## config.mk

```make
export PLATFORM = sky130hd
export DESIGN_NAME = hazard_unit
export DESIGN_NICKNAME = d
export VERILOG_FILES = /design/src/source/hazard_pkg.sv /design/src/source/dst_tracker.sv /design/src/source/hazard_unit.sv /design/src/source/operand_bypass.sv /design/src/source/stall_flush_ctrl.sv
export VERILOG_INCLUDE_DIRS = /design/src /design/src/source
export SDC_FILE = /design/constraint.sdc
export NUM_CORES = 1
export LEC_CHECK = 0
export BUFFER_PORTS_ARGS = -buffer_cell sky130_fd_sc_hd__buf_2
export CAP_MARGIN = 20
export CORE_ASPECT_RATIO = 0.5
export CORE_MARGIN = 10
export CORE_UTILIZATION = 25
export DETAILED_ROUTE_END_ITERATION = 8
export GPL_TIMING_DRIVEN = 0
export SLEW_MARGIN = 25
export SYNTH_ARGS = -nofsm -noshare
export SYNTH_HDL_FRONTEND = slang
export SYNTH_SLANG_ARGS = --single-unit
```

## constraint.sdc

```tcl
create_clock -name clk -period 1.6 [get_ports clk]
set_input_delay 0.08 -clock clk [delete_from_list [all_inputs] [get_ports clk]]
set_output_delay 0.08 -clock clk [all_outputs]
set_load 0.05 [all_outputs]
```

## src/source/hazard_macros.svh

```systemverilog
`ifndef HAZARD_MACROS_SVH
`define HAZARD_MACROS_SVH

// Register number width for a 32-entry register file
`define HZ_REG_W 5

// Source operands checked per decode instruction
`define HZ_NUM_SRC 2

// Flush lengths in cycles
`define HZ_JUMP_FLUSH 2
`define HZ_JUMP_BYP_FLUSH 3
`define HZ_BRANCH_FLUSH 2

`endif

```

## src/source/hazard_pkg.sv

```systemverilog
`default_nettype none

package hazard_pkg;

  // Forwarding source for one operand
  typedef enum logic [1:0] {
    BYP_NONE = 2'd0,
    BYP_EX   = 2'd1,
    BYP_MEM  = 2'd2
  } bypass_sel_e;

  // Jump and branch flush sequencer
  typedef enum logic [1:0] {
    FL_IDLE       = 2'd0,
    FL_BR_RESOLVE = 2'd1,
    FL_FLUSH      = 2'd2
  } flush_state_e;

  // Control class of the instruction in decode
  typedef enum logic [1:0] {
    CK_NONE   = 2'd0,
    CK_JUMP   = 2'd1,
    CK_BRANCH = 2'd2
  } ctrl_kind_e;

endpackage

`default_nettype wire

```

## src/source/dst_tracker.sv

```systemverilog
`timescale 1ns/10ps
`default_nettype none
`include "hazard_macros.svh"

module dst_tracker (
  input  wire                  clk,
  input  wire                  rstn,
  input  wire [`HZ_REG_W-1:0]  r_dst,
  input  wire                  dst_en,
  input  wire                  is_load,
  input  wire                  flush,
  output logic [`HZ_REG_W-1:0] dst_1,
  output logic                 ld_1,
  output logic [`HZ_REG_W-1:0] dst_2,
  output logic                 ld_2
);

  // A squashed or non-writing instruction is recorded as register zero,
  // which the operand checkers never match
  always_ff @(posedge clk)
  begin
    if (!rstn)
    begin
      dst_1 <= '0;
      ld_1  <= 1'b0;
      dst_2 <= '0;
      ld_2  <= 1'b0;
    end
    else
    begin
      if (dst_en && !flush)
      begin
        dst_1 <= r_dst;
        ld_1  <= is_load;
      end
      else
      begin
        dst_1 <= '0;
        ld_1  <= 1'b0;
      end
      dst_2 <= dst_1;
      ld_2  <= ld_1;
    end
  end

endmodule

`default_nettype wire

```

## src/source/hazard_unit.sv

```systemverilog
`timescale 1ns/10ps
`default_nettype none
`include "hazard_macros.svh"

module hazard_unit (
  input  wire                      clk,
  input  wire                      rstn,
  input  wire                      is_b,
  input  wire                      is_j,
  input  wire                      is_load,
  input  wire                      is_m,
  input  wire                      is_d,
  input  wire                      dst_en,
  input  wire                      fin,
  input  wire                      pre_taken,
  input  wire                      real_taken,
  input  wire [`HZ_REG_W-1:0]      r_dst,
  input  wire [`HZ_REG_W-1:0]      r_src1,
  input  wire [`HZ_REG_W-1:0]      r_src2,
  input  wire                      f_cmiss,
  input  wire                      f_arrival,
  input  wire                      m_cmiss,
  input  wire                      m_arrival,
  output hazard_pkg::bypass_sel_e  src1_sel,
  output hazard_pkg::bypass_sel_e  src2_sel,
  output logic                     fd_st,
  output logic                     de_st,
  output logic                     em_st,
  output logic                     flush_o
);

  logic [`HZ_REG_W-1:0]    dst_1;
  logic [`HZ_REG_W-1:0]    dst_2;
  logic                    ld_1;
  logic                    flush;
  logic [`HZ_REG_W-1:0]    r_src [`HZ_NUM_SRC];
  hazard_pkg::bypass_sel_e sel [`HZ_NUM_SRC];
  logic [`HZ_NUM_SRC-1:0]  load_use;

  assign r_src[0] = r_src1;
  assign r_src[1] = r_src2;

  dst_tracker i_dst_tracker (
    .clk     (clk),
    .rstn    (rstn),
    .r_dst   (r_dst),
    .dst_en  (dst_en),
    .is_load (is_load),
    .flush   (flush),
    .dst_1   (dst_1),
    .ld_1    (ld_1),
    .dst_2   (dst_2),
    .ld_2    ()
  );

  for (genvar i = 0; i < `HZ_NUM_SRC; i++)
  begin : g_src
    operand_bypass i_operand_bypass (
      .r_src    (r_src[i]),
      .dst_1    (dst_1),
      .dst_2    (dst_2),
      .ld_1     (ld_1),
      .sel      (sel[i]),
      .load_use (load_use[i])
    );
  end

  stall_flush_ctrl i_stall_flush_ctrl (
    .clk        (clk),
    .rstn       (rstn),
    .sel        (sel),
    .load_use   (load_use),
    .is_j       (is_j),
    .is_b       (is_b),
    .is_m       (is_m),
    .is_d       (is_d),
    .fin        (fin),
    .pre_taken  (pre_taken),
    .real_taken (real_taken),
    .f_cmiss    (f_cmiss),
    .f_arrival  (f_arrival),
    .m_cmiss    (m_cmiss),
    .m_arrival  (m_arrival),
    .fd_st      (fd_st),
    .de_st      (de_st),
    .em_st      (em_st),
    .flush      (flush)
  );

  assign src1_sel = sel[0];
  assign src2_sel = sel[1];
  assign flush_o  = flush;

endmodule

`default_nettype wire

```

## src/source/operand_bypass.sv

```systemverilog
`timescale 1ns/10ps
`default_nettype none
`include "hazard_macros.svh"

module operand_bypass (
  input  wire [`HZ_REG_W-1:0]      r_src,
  input  wire [`HZ_REG_W-1:0]      dst_1,
  input  wire [`HZ_REG_W-1:0]      dst_2,
  input  wire                      ld_1,
  output hazard_pkg::bypass_sel_e  sel,
  output logic                     load_use
);

  logic src_valid;
  logic hit_ex;
  logic hit_mem;

  // Register zero is hardwired and never forwarded
  assign src_valid = (r_src != '0);
  assign hit_ex    = src_valid && (r_src == dst_1);
  assign hit_mem   = src_valid && (r_src == dst_2);

  // The younger producer holds the newer value, so it wins
  always_comb
  begin
    if (hit_ex)
    begin
      sel = hazard_pkg::BYP_EX;
    end
    else if (hit_mem)
    begin
      sel = hazard_pkg::BYP_MEM;
    end
    else
    begin
      sel = hazard_pkg::BYP_NONE;
    end
  end

  // Load data is not ready until the end of the memory stage
  assign load_use = hit_ex && ld_1;

endmodule

`default_nettype wire

```

## src/source/stall_flush_ctrl.sv

```systemverilog
`timescale 1ns/10ps
`default_nettype none
`include "hazard_macros.svh"

module stall_flush_ctrl (
  input  wire                      clk,
  input  wire                      rstn,
  input  hazard_pkg::bypass_sel_e  sel [`HZ_NUM_SRC],
  input  wire [`HZ_NUM_SRC-1:0]    load_use,
  input  wire                      is_j,
  input  wire                      is_b,
  input  wire                      is_m,
  input  wire                      is_d,
  input  wire                      fin,
  input  wire                      pre_taken,
  input  wire                      real_taken,
  input  wire                      f_cmiss,
  input  wire                      f_arrival,
  input  wire                      m_cmiss,
  input  wire                      m_arrival,
  output logic                     fd_st,
  output logic                     de_st,
  output logic                     em_st,
  output logic                     flush
);

  localparam int CNT_W = $clog2(`HZ_JUMP_BYP_FLUSH + 1);

  logic icmiss_keep;
  logic dcmiss_keep;
  logic linst_keep;
  logic icmiss_st;
  logic dcmiss_st;
  logic linst_st;
  logic ldhaz_st;
  logic any_byp;

  hazard_pkg::flush_state_e state;
  hazard_pkg::flush_state_e state_nxt;
  hazard_pkg::ctrl_kind_e   kind;
  logic [CNT_W-1:0]         cnt;
  logic [CNT_W-1:0]         cnt_nxt;
  logic                     bp_taken;
  logic                     bp_taken_nxt;

  // Miss and long-op latches keep a stall alive after the one-cycle request
  always_ff @(posedge clk)
  begin
    if (!rstn)
    begin
      icmiss_keep <= 1'b0;
      dcmiss_keep <= 1'b0;
      linst_keep  <= 1'b0;
    end
    else
    begin
      if (f_cmiss)
        icmiss_keep <= 1'b1;
      else if (f_arrival)
        icmiss_keep <= 1'b0;

      if (m_cmiss)
        dcmiss_keep <= 1'b1;
      else if (m_arrival)
        dcmiss_keep <= 1'b0;

      if ((is_m || is_d) && !flush)
        linst_keep <= 1'b1;
      else if (fin)
        linst_keep <= 1'b0;
    end
  end

  assign icmiss_st = !f_arrival && (f_cmiss || icmiss_keep);
  assign dcmiss_st = !m_arrival && (m_cmiss || dcmiss_keep);
  assign linst_st  = !(fin || flush) && (is_m || is_d || linst_keep);
  assign ldhaz_st  = |load_use;

  assign fd_st = icmiss_st || dcmiss_st || linst_st || ldhaz_st;
  assign de_st = ldhaz_st || dcmiss_st;
  assign em_st = dcmiss_st;

  // A jump whose operand is forwarded resolves one stage later
  always_comb
  begin
    any_byp = 1'b0;
    for (int i = 0; i < `HZ_NUM_SRC; i++)
    begin
      if (sel[i] != hazard_pkg::BYP_NONE)
        any_byp = 1'b1;
    end
  end

  always_comb
  begin
    case (state)
      hazard_pkg::FL_BR_RESOLVE: flush = bp_taken || real_taken;
      hazard_pkg::FL_FLUSH:      flush = 1'b1;
      default:                   flush = 1'b0;
    endcase
  end

  // Decode instructions already being squashed cannot redirect
  always_comb
  begin
    if (flush)
      kind = hazard_pkg::CK_NONE;
    else if (is_j)
      kind = hazard_pkg::CK_JUMP;
    else if (is_b)
      kind = hazard_pkg::CK_BRANCH;
    else
      kind = hazard_pkg::CK_NONE;
  end

  always_comb
  begin
    state_nxt    = state;
    cnt_nxt      = cnt;
    bp_taken_nxt = bp_taken;
    case (state)
      hazard_pkg::FL_IDLE:
      begin
        if (kind == hazard_pkg::CK_JUMP)
        begin
          state_nxt = hazard_pkg::FL_FLUSH;
          cnt_nxt   = any_byp ? CNT_W'(`HZ_JUMP_BYP_FLUSH) : CNT_W'(`HZ_JUMP_FLUSH);
        end
        else if (kind == hazard_pkg::CK_BRANCH)
        begin
          state_nxt    = hazard_pkg::FL_BR_RESOLVE;
          bp_taken_nxt = pre_taken;
        end
      end
      hazard_pkg::FL_BR_RESOLVE:
      begin
        // The resolve cycle itself counts as the first flush cycle
        if (flush)
        begin
          state_nxt = hazard_pkg::FL_FLUSH;
          cnt_nxt   = CNT_W'(`HZ_BRANCH_FLUSH - 1);
        end
        else
        begin
          state_nxt = hazard_pkg::FL_IDLE;
        end
      end
      hazard_pkg::FL_FLUSH:
      begin
        cnt_nxt = cnt - 1'b1;
        if (cnt == CNT_W'(1))
          state_nxt = hazard_pkg::FL_IDLE;
      end
      default:
      begin
        state_nxt = hazard_pkg::FL_IDLE;
      end
    endcase
  end

  always_ff @(posedge clk)
  begin
    if (!rstn)
      state <= hazard_pkg::FL_IDLE;
    else
      state <= state_nxt;
  end

  always_ff @(posedge clk)
  begin
    cnt      <= cnt_nxt;
    bp_taken <= bp_taken_nxt;
  end

endmodule

`default_nettype wire

```

-- Word level (Yosys, flattened, before mapping)
Cells that the tools add are included.
- register bits: 19
- output and inout bits: 8
- input bits: 30
- add/sub/neg operators: 1
- mux-type cells: 25
- equal/unequal tests: 13
- reduce and logical (&&, ||, !) cells: 39
- bitwise operators: 1
- operator list (operator ; number):
    $mux 2 ; 13
    $eq 5x5->1 ; 4
    $pmux 2 s3 ; 2
    $logic_and 1x1->1 ; 11
    $logic_or 1x1->1 ; 10
    $reduce_bool 2->1 ; 5
    $reduce_bool 5->1 ; 2
    $mux 1 ; 9
    $eq 2x1->1 const B ; 3
    $ne 2x1->1 const B ; 3
    $reduce_and 3->1 ; 2
    $eq 2x2->1 const B ; 2
    $logic_not 1->1 ; 4
    $reduce_and 2->1 ; 2
    $ne 3x1->1 const B ; 1
    $reduce_bool 3->1 ; 1
    $logic_not 2->1 ; 1
    $pmux 1 s2 ; 1
    $reduce_or 2->1 ; 1
    $sub 2x1->2 const B ; 1
    $not 1->1 ; 1

-- Logic depth before layout (Yosys ltp)
Gate-level depths: netlist of the first run.
- depth in word-level cells: 10
- mapped depth: 8
- depth with buffers taken out: 8

-- By module
A second synthesis of the first run with hierarchy kept.
- cell total of the unflattened synthesis: 124
- area, all modules: 1196.1 um2
- modules (own cells, without submodules) (module ; area each (um2) ; cells an instance ; seq. area each (um2) ; times used):
    stall_flush_ctrl ; 545.5 ; 61 ; 190.2 ; 1
    dst_tracker ; 345.3 ; 25 ; 240.2 ; 1
    operand_bypass ; 152.6 ; 19 ; 0.0 ; 2

-- Worst setup path before layout of the first run
OpenSTA, ideal clock, no wires.
- path kind: register to output
- start: reg i_stall_flush_ctrl.state[1]
- end: out fd_st
- setup slack: -0.435 ns
- stages on the path, launching flop included: 8
- data arrival time: 1.955 ns
- cells stage by stage: dfxtp_1 -> inv_1 -> ha_1 -> o21a_1 -> o21ai_2 -> inv_1 -> o32a_1 -> nand3_1
- cells in the longest elaborated chain, start to end: 7
- elaborated cells between the ends (all ways): 8
- classes of those cells: eq/ne: 2; mux: 1; reduce/logical: 5
- ends and longest elaborated chain (item ; RTL line ; text):
    from (decl) ; stall_flush_ctrl.sv:38 ; hazard_pkg::flush_state_e state;
    from (signal assigned) ; stall_flush_ctrl.sv:164 ; state <= hazard_pkg::FL_IDLE;
    from (signal assigned) ; stall_flush_ctrl.sv:166 ; state <= state_nxt;
    $eq 2x2->1 or $eq 2x1->1 (tied branches) ; stall_flush_ctrl.sv:96 ; case (state)
    $pmux 1 s2 * ; stall_flush_ctrl.sv:96 ;
    named net flush_o ; hazard_unit.sv:29 ; output logic flush_o
    $logic_or 1x1->1 * ; stall_flush_ctrl.sv:76 ; assign linst_st = !(fin || flush) && (is_m || is_d || linst_keep);
    $logic_not 1->1 * ; stall_flush_ctrl.sv:76 ;
    $logic_and 1x1->1 * ; stall_flush_ctrl.sv:76 ;
    $logic_or 1x1->1 * (2 in series) ; stall_flush_ctrl.sv:79 ; assign fd_st = icmiss_st || dcmiss_st || linst_st || ldhaz_st;
    to (decl) ; hazard_unit.sv:26 ; output logic fd_st,
Mark *: on every way through the listed nets, which the timed path passes. The rest lies on a longest branch.

-- Worst setup path in the final report of the first run
- start: reg i_stall_flush_ctrl.state[1]
- end: out fd_st
- cells in the longest elaborated chain, start to end: 7
- elaborated cells between the ends (all ways): 8
- classes of those cells: eq/ne: 2; mux: 1; reduce/logical: 5
- ends and longest elaborated chain (item ; RTL line):
    $eq 2x2->1 or $eq 2x1->1 (tied branches) ; stall_flush_ctrl.sv:96
    $pmux 1 s2 * ; stall_flush_ctrl.sv:96
    $logic_or 1x1->1 * ; stall_flush_ctrl.sv:76
    $logic_not 1->1 * ; stall_flush_ctrl.sv:76
    $logic_and 1x1->1 * ; stall_flush_ctrl.sv:76
    $logic_or 1x1->1 * (2 in series) ; stall_flush_ctrl.sv:79
Mark *: on every way between the ends. The rest lies on a longest branch, timed or not.

==> results.tsv, run 1 <==
metric	value	unit
status	finished with violations	
failing checks	setup timing	
Syn-to-layout area delta	64.1	%
Synth Cell Area	1100	um2
reg2reg setup slack	-0.20	ns
via count	966	
Die Width	114	um
Antenna Cells	0	
Synth Warn #	0	
GPL Wtd Cong	0.776	
Sw Ratio	35.0	%
share of layout cells above drive strength 1	57.7	%
fin nets	204	
Comb pwr share	50.3	%
post-synthesis sequential area ratio	37.4	%
Final ANT Viol Nets	0	
Initial DRC Count	29	
CTS H-tree lvls	1	
Core Region	4060	um2
GRT Resource Usage Total	7.21	%
crit end category	output port	
crit path launch type	flop	
Sw Pwr	0.000681	W
root buf cell	clkbuf_8	
Syn Nets	150	
Initial Util	27.0	%
Critical-path top delay cell	o32a_1	
Cell Rows	16	
pre-CTS setup slack	-0.364	ns
Slew Viols, Final	0	
Max clock buf depth	2	
worst path cell trace	inv_4 -> ha_4 -> o21a_1 -> o21ai_4 -> clkinvlp_4 -> o32a_1 -> nand3_4 -> buf_8	
DRT Pass-1 Iters	4	
Setup violations, final	16	
Residual DRC	0	
Seq cells post-synth	19	
Max Fclk	525	MHz
Skew-Pair Late Insertion Delay	0.25	ns
min cycle time layout	1.91	ns
vias per inst	4.35	
Critical Path RT	1.52	ns
CTS Buf Count	3	
Setup Crit Path Kind	flop to output port	
global-route wire length before repair	4.52	mm
power share of the sequential group	32.6	%
Routed Wire Length	2.91	mm
Slew @ Worst Pin	0.448	ns
wire length per cell	13.1	um
Mapped Cells	115	
Chip Height	66.9	um
WHS Path Cells	2	
Slew HR	70.1	%
FF-to-FF End	i_stall_flush_ctrl.cnt[0]	
largest net degree at the start of global routing	13	
Int Pwr	0.00126	W
most frequent cells in the layout	30 x buf_2, 9 x buf_4, 9 x dfxtp_1	
commonest non-fill, non-tap cell in the layout	buf_2	
Post-DP HPWL	2.21	mm
Leakage	0.767	nW
Worst-path clk slew	0.07	ns
Overflow after GRT	0	
initial antenna violation count	0	
worst IR drop on VDD	0.384	mV
fill count	377	
Ports	38	
Final Util	44.4	%
hold path endpoint	i_dst_tracker.dst_1[2]	
clock skew	0.000834	ns
reg2reg path depth	8	
max-cap violation count	0	
PwrDens	1080	nW/um2
Arr. time, crit path	1.83	ns
Hold Vio Cnt, Final	0	
clock power share	17.2	%
DIE AREA	7610	um2
Mapped Avg Cell Area	9.55	um2
Yosys cell types	36	
path type of the worst min-delay path	input port to flop	
RSZ-0062 raised after global routing	true	
PnR worst setup slack	-0.305	ns
hold_sp	r_dst[2]	
IO Port Bufs	37	
number of global-route vias before repair	990	
final worst-path cycle share	119	%
worst-path fanout max	3	
slowest stage delay, CP	0.37	ns
Worst R2R Start	i_stall_flush_ctrl.state[1]	
CTS tree	yes	
Clock Sink Count	19	
==> power by group through the flow <==
| stage | sequential (W) | clock, W | combinational, W |
|---|---|---|---|
| global placement | 0.000637 | 0 | 0.000580 |
| CTS | 0.000626 | 0.000343 | 0.000835 |
| finish | 0.000633 | 0.000334 | 0.000978 |
| floorplan | 0.000626 | 0 | 0.000451 |
| global route | 0.000644 | 0.000369 | 0.00106 |
| detailed placement | 0.000639 | 0 | 0.000586 |
==> how the worst max path moves through the flow <==
stage,startpoint,to,slack (ns)
2_1_floorplan,i_stall_flush_ctrl.state[1],i_stall_flush_ctrl.bp_taken,-0.30
3_3_place_gp,i_stall_flush_ctrl.state[1],fd_st,-0.37
3_5_place_dp,i_stall_flush_ctrl.state[1],fd_st,-0.36
4_1_cts,i_stall_flush_ctrl.state[1],fd_st,-0.29
5_1_grt,i_stall_flush_ctrl.state[1],fd_st,-0.38
6_report,i_stall_flush_ctrl.state[1],fd_st,-0.31
==> logic make-up after synthesis <==
kind of cell	count (synthesis)	synth area share (%)
buffers and inverters	11	4.44
and+or+nand+nor	41	24.3
AOI/OAI and AO/OA	17	10.5
adders and majority gates	5	5.69
xor gates and xnor gates	20	15.9
DFF	19	37.4
muxes	2	1.82
==> flip-flops by register name, indices dropped and copies added, names as in the netlist <==
signal                          count
i_dst_tracker.dst_1                 5
i_stall_flush_ctrl.cnt              2
i_stall_flush_ctrl.icmiss_keep      1
i_dst_tracker.ld_1                  1
i_stall_flush_ctrl.linst_keep       1
i_dst_tracker.dst_2                 5
i_stall_flush_ctrl.state            2
i_stall_flush_ctrl.bp_taken         1
i_stall_flush_ctrl.dcmiss_keep      1
==> final cells by class <==
| cell class | instances | area, um2 | share of cell area, % |
|---|---|---|---|
| multi-input combinational | 85 | 848 | 47.1 |
| timing repair buffer | 49 | 355 | 19.7 |
| clock buffer | 3 | 41.3 | 2.29 |
| sequential | 19 | 429 | 23.8 |
| buffer | 3 | 18.8 | 1.04 |
| tap | 54 | 67.6 | 3.75 |
| inverter | 8 | 36.3 | 2.01 |
| clock inverter | 1 | 6.26 | 0.347 |
==> synthesized netlist by cell type (all sizes together) <==
cell type | n | area (um2)
and3 | 1 | 6.26
buf | 2 | 15.0
a21oi | 3 | 15.0
a211oi | 1 | 7.51
nand3 | 6 | 30.0
o32a | 1 | 10.0
xnor2 | 12 | 105
edfxtp | 3 | 90.1
nor2 | 5 | 28.8
inv | 8 | 30.0
nor3 | 1 | 5.00
a21boi | 2 | 15.0
o2111a | 1 | 11.3
nor4 | 5 | 43.8
nor3b | 1 | 7.51
mux2i | 2 | 20.0
ha | 5 | 62.6
or2 | 1 | 6.26
and2 | 12 | 75.1
nand2b | 2 | 12.5
and2b | 2 | 16.3
o21a | 3 | 22.5
dfxtp | 16 | 320
clkbuf | 1 | 3.75
o21ai | 6 | 33.8
nand2 | 1 | 3.75
nor2b | 2 | 12.5
or4 | 2 | 18.8
xor2 | 8 | 70.1
==> worst max-delay path: cells and delay by family (launching register included) <==
| family | cells | cell delay [ns] |
|---|---|---|
| buffers and inverters | 3 | 0.32 |
| and+or+nand+nor | 1 | 0.07 |
| adders and majority gates | 1 | 0.15 |
| AOI/OAI and AO/OA | 3 | 0.66 |
| DFF | 1 | 0.36 |
==> metrics by stage <==
| step | hold WS (ns) | cells | cell area (um2) | setup TNS, ns | total power [W] |
|---|---|---|---|---|---|
| floorplan | 0.179 | 115 | 1140 | -0.875 | 0.00108 |
| global placement | 0.257 | 206 | 1400 | -1.40 | 0.00122 |
| CTS | 0.0166 | 218 | 1710 | -1.24 | 0.00180 |
| finish | 0.0225 | 222 | 1800 | -1.90 | 0.00195 |
| global route | 0.0165 | 222 | 1800 | -2.93 | 0.00207 |
| detailed placement | 0.262 | 206 | 1400 | -1.39 | 0.00122 |
==> repair_timing <==
item,in CTS,in global routing
setup endpoints to repair,12,18
setup buffers,7,5
pin swaps,13,6
hold buffers,1,0
hold endpoints to repair,1,0
gates resized for setup,49,16
==> per-layer routing <==
metal  part of all wire, %  GRT usage (%)
met1                    40           7.46
met2                    54           13.6
met3                   4.5           2.50
met4                  0.93           2.20
met5                     0              0
Note: power is estimated with default switching activity, not from simulation.
==> run 2: changes to the inputs <==
--- a/config.mk
+++ b/config.mk
@@ -13,7 +13,9 @@
 export CORE_UTILIZATION = 25
 export DETAILED_ROUTE_END_ITERATION = 8
 export GPL_TIMING_DRIVEN = 0
+export SETUP_SLACK_MARGIN = 0.05
 export SLEW_MARGIN = 25
 export SYNTH_ARGS = -nofsm -noshare
 export SYNTH_HDL_FRONTEND = slang
 export SYNTH_SLANG_ARGS = --single-unit
+export TNS_END_PERCENT = 1
==> results.tsv, run 2 (synthesized netlist as in run 1, its figures left out) <==
metric	value	unit	change
Overflow after GRT	0		unchanged
slowest stage delay, CP	0.36	ns	about the same
via count	937		-3.0%
Clock Sink Count	19		unchanged
worst setup path startpoint	i_stall_flush_ctrl.state[1]		
Cell Rows	16		unchanged
Antenna Cells	0		unchanged
Initial DRC Count	14		-52%
max-cap violation count	0		unchanged
largest net degree at the start of global routing	13		unchanged
CTS tree	yes		
Post-DP HPWL	2.22	mm	+0.35%
Routed Wire Length	2.88	mm	-1.1%
crit path launch type	flop		
Die Width	114	um	unchanged
Critical Path RT	1.52	ns	about the same
hold_sp	r_dst[3]		
number of global-route vias before repair	961		-2.9%
WHS	0.0142	ns	-0.00827 ns
commonest non-fill, non-tap cell in the layout	buf_2		
IO Port Bufs	37		unchanged
multi-input logic area	773	um2	-8.8%
share of layout cells above drive strength 1	48.5	%	-9.3 points
GRT Resource Usage Total	7.37	%	+0.16 points
fill count	393		+4.2%
Residual DRC	0		unchanged
biggest regs	i_dst_tracker.dst_1: 5 flops, i_dst_tracker.dst_2: 5 flops		
final worst-path cycle share	118	%	-0.75 points
FF-to-FF End	i_stall_flush_ctrl.bp_taken		
hold path endpoint	i_dst_tracker.dst_1[3]		
Slew HR	74.8	%	+4.6 points
worst IR drop on VDD	0.327	mV	-15%
Worst-path clk slew	0.08	ns	about the same
GPL Wtd Cong	0.761		-1.9%
DIE AREA	7610	um2	unchanged
CTS Buf Count	3		unchanged
Initial Util	27.0	%	unchanged
Leakage	0.710	nW	-7.5%
fin nets	199		-2.5%
vias per inst	4.32		-0.77%
crit end category	output port		
Worst Path Buf+Inv	3		unchanged
initial antenna violation count	0		unchanged
Worst R2R Start	i_stall_flush_ctrl.state[1]		
Arr. time, crit path	1.81	ns	-0.02 ns
Ports	38		unchanged
path type of the worst min-delay path	input port to flop		
pre-CTS setup slack	-0.362	ns	+0.00190 ns
Setup violations, final	10		-6
Slew Viols, Final	0		unchanged
DRT Pass-1 Iters	4		unchanged
most frequent cells in the layout	31 x buf_2, 12 x and2_1, 9 x dfxtp_1		
PwrDens	1100	nW/um2	+1.8%
reg2reg path depth	8		unchanged
Sequential Area	424	um2	-1.2%
worst path cell trace	inv_4 -> ha_4 -> o21a_1 -> o21ai_4 -> clkinvlp_4 -> o32a_1 -> nand3_4 -> buf_8		
reg2reg setup slack	-0.21	ns	about the same
min cycle time layout	1.89	ns	-0.0120 ns
Core Region	4060	um2	unchanged
RSZ-0062 raised after global routing	true		
PnR worst setup slack	-0.293	ns	+0.0120 ns
Critical-path top delay cell	dfxtp_2		
Hold Vio Cnt, Final	0		unchanged
Setup Crit Path Kind	flop to output port		
root buf cell	clkbuf_8		
Max Fclk	528	MHz	+0.64%
wire length per cell	13.3	um	+1.2%
global-route wire length before repair	4.41	mm	-2.4%
status	finished with violations		
failing checks	setup timing		
Syn-to-layout area delta	51.8	%	
Final ANT Viol Nets	0		unchanged
WHS Path Cells	2		unchanged
Skew-Pair Late Insertion Delay	0.26	ns	about the same
Slew @ Worst Pin	0.378	ns	-0.0694 ns
clock skew	0.00241	ns	+0.00158 ns
Chip Height	66.9	um	unchanged
CTS H-tree lvls	1		unchanged
CP top delay family	compound AO/OA/AOI/OAI gates		
worst-path fanout max	2		-1
Max clock buf depth	2		unchanged
## run 2: cell count changes in the layout (fill, tap and decap cells not counted), moves of 2 or more
| cell | change |
|---|---|
| and2_1 | +4 |
| and2_4 | -4 |
| buf_6 | -4 |
| buf_4 | -3 |
| buf_8 | -2 |
| dfxtp_2 | +2 |
| dfxtp_4 | -2 |
| xnor2_1 | +2 |
| xnor2_2 | -2 |
| xor2_1 | +2 |
| xor2_2 | -2 |
## run 2: metal layers
metal	wire length [um]	share of wire (%)	vias to the layer above	global-route usage (%)
li1	-	-	485	-
met1	1190	41	433	7.54
met2	1530	53	14	13.4
met3	113	3.9	5	2.41
met4	55	1.9	0	3.93
met5	0	0	-	0
## run 2: worst max path at each step
| stage | slack, ns | endpoint | depth (start not counted) |
|---|---|---|---|
| global placement | -0.36 | fd_st | 8 |
| global route | -0.35 | fd_st | 8 |
| floorplan | -0.30 | i_stall_flush_ctrl.bp_taken | 7 |
| CTS | -0.29 | fd_st | 8 |
| finish | -0.29 | fd_st | 8 |
| detailed placement | -0.36 | fd_st | 8 |
## run 2: final cells by class
type,count,share of cell area (%)
Multi-Input combinational cell,85,46.4
Sequential cell,19,25.4
Timing Repair Buffer,44,18.0
Tap cell,54,4.05
Clock buffer,3,2.48
Inverter,8,2.18
Buffer,3,1.13
Clock inverter,1,0.375
## run 2: stage by stage
step | total power [W] | instances | TNS (ns) | utilization [%] | instance area (um2)
6_report | 0.00183 | 217 | -1.01 | 41.0 | 1670
5_1_grt | 0.00194 | 217 | -1.94 | 41.0 | 1670
4_1_cts | 0.00180 | 216 | -0.971 | 39.4 | 1600
3_5_place_dp | 0.00123 | 206 | -1.47 | 34.3 | 1400
2_1_floorplan | 0.00108 | 115 | -0.961 | - | 1140
3_3_place_gp | 0.00122 | 206 | -1.41 | 34.3 | 1400
## run 2: repair_timing
item | CTS | global route
gates resized for setup | 29 | 10
cloned | 0 | 0
setup buffers | 5 | 0
hold buffers | 1 | 1
endpoints found under the hold margin | 1 | 1
pin swaps | 6 | 1
endpoints found under the setup margin | 12 | 18
## run 2: worst reg2reg max path, delay by kind of cell (launching register included)
kind	cells	cell delay [ns]
buffers and inverters	3	0.32
DFF	1	0.36
and+or+nand+nor	2	0.40
adders and majority gates	1	0.15
AOI/OAI and AO/OA	2	0.30
## run 2: power breakdown
part           leakage (nW)  switching, W  internal (W)
Sequential            0.163     0.0000525      0.000577
Clock                0.0260      0.000171      0.000177
Combinational         0.521      0.000433      0.000421
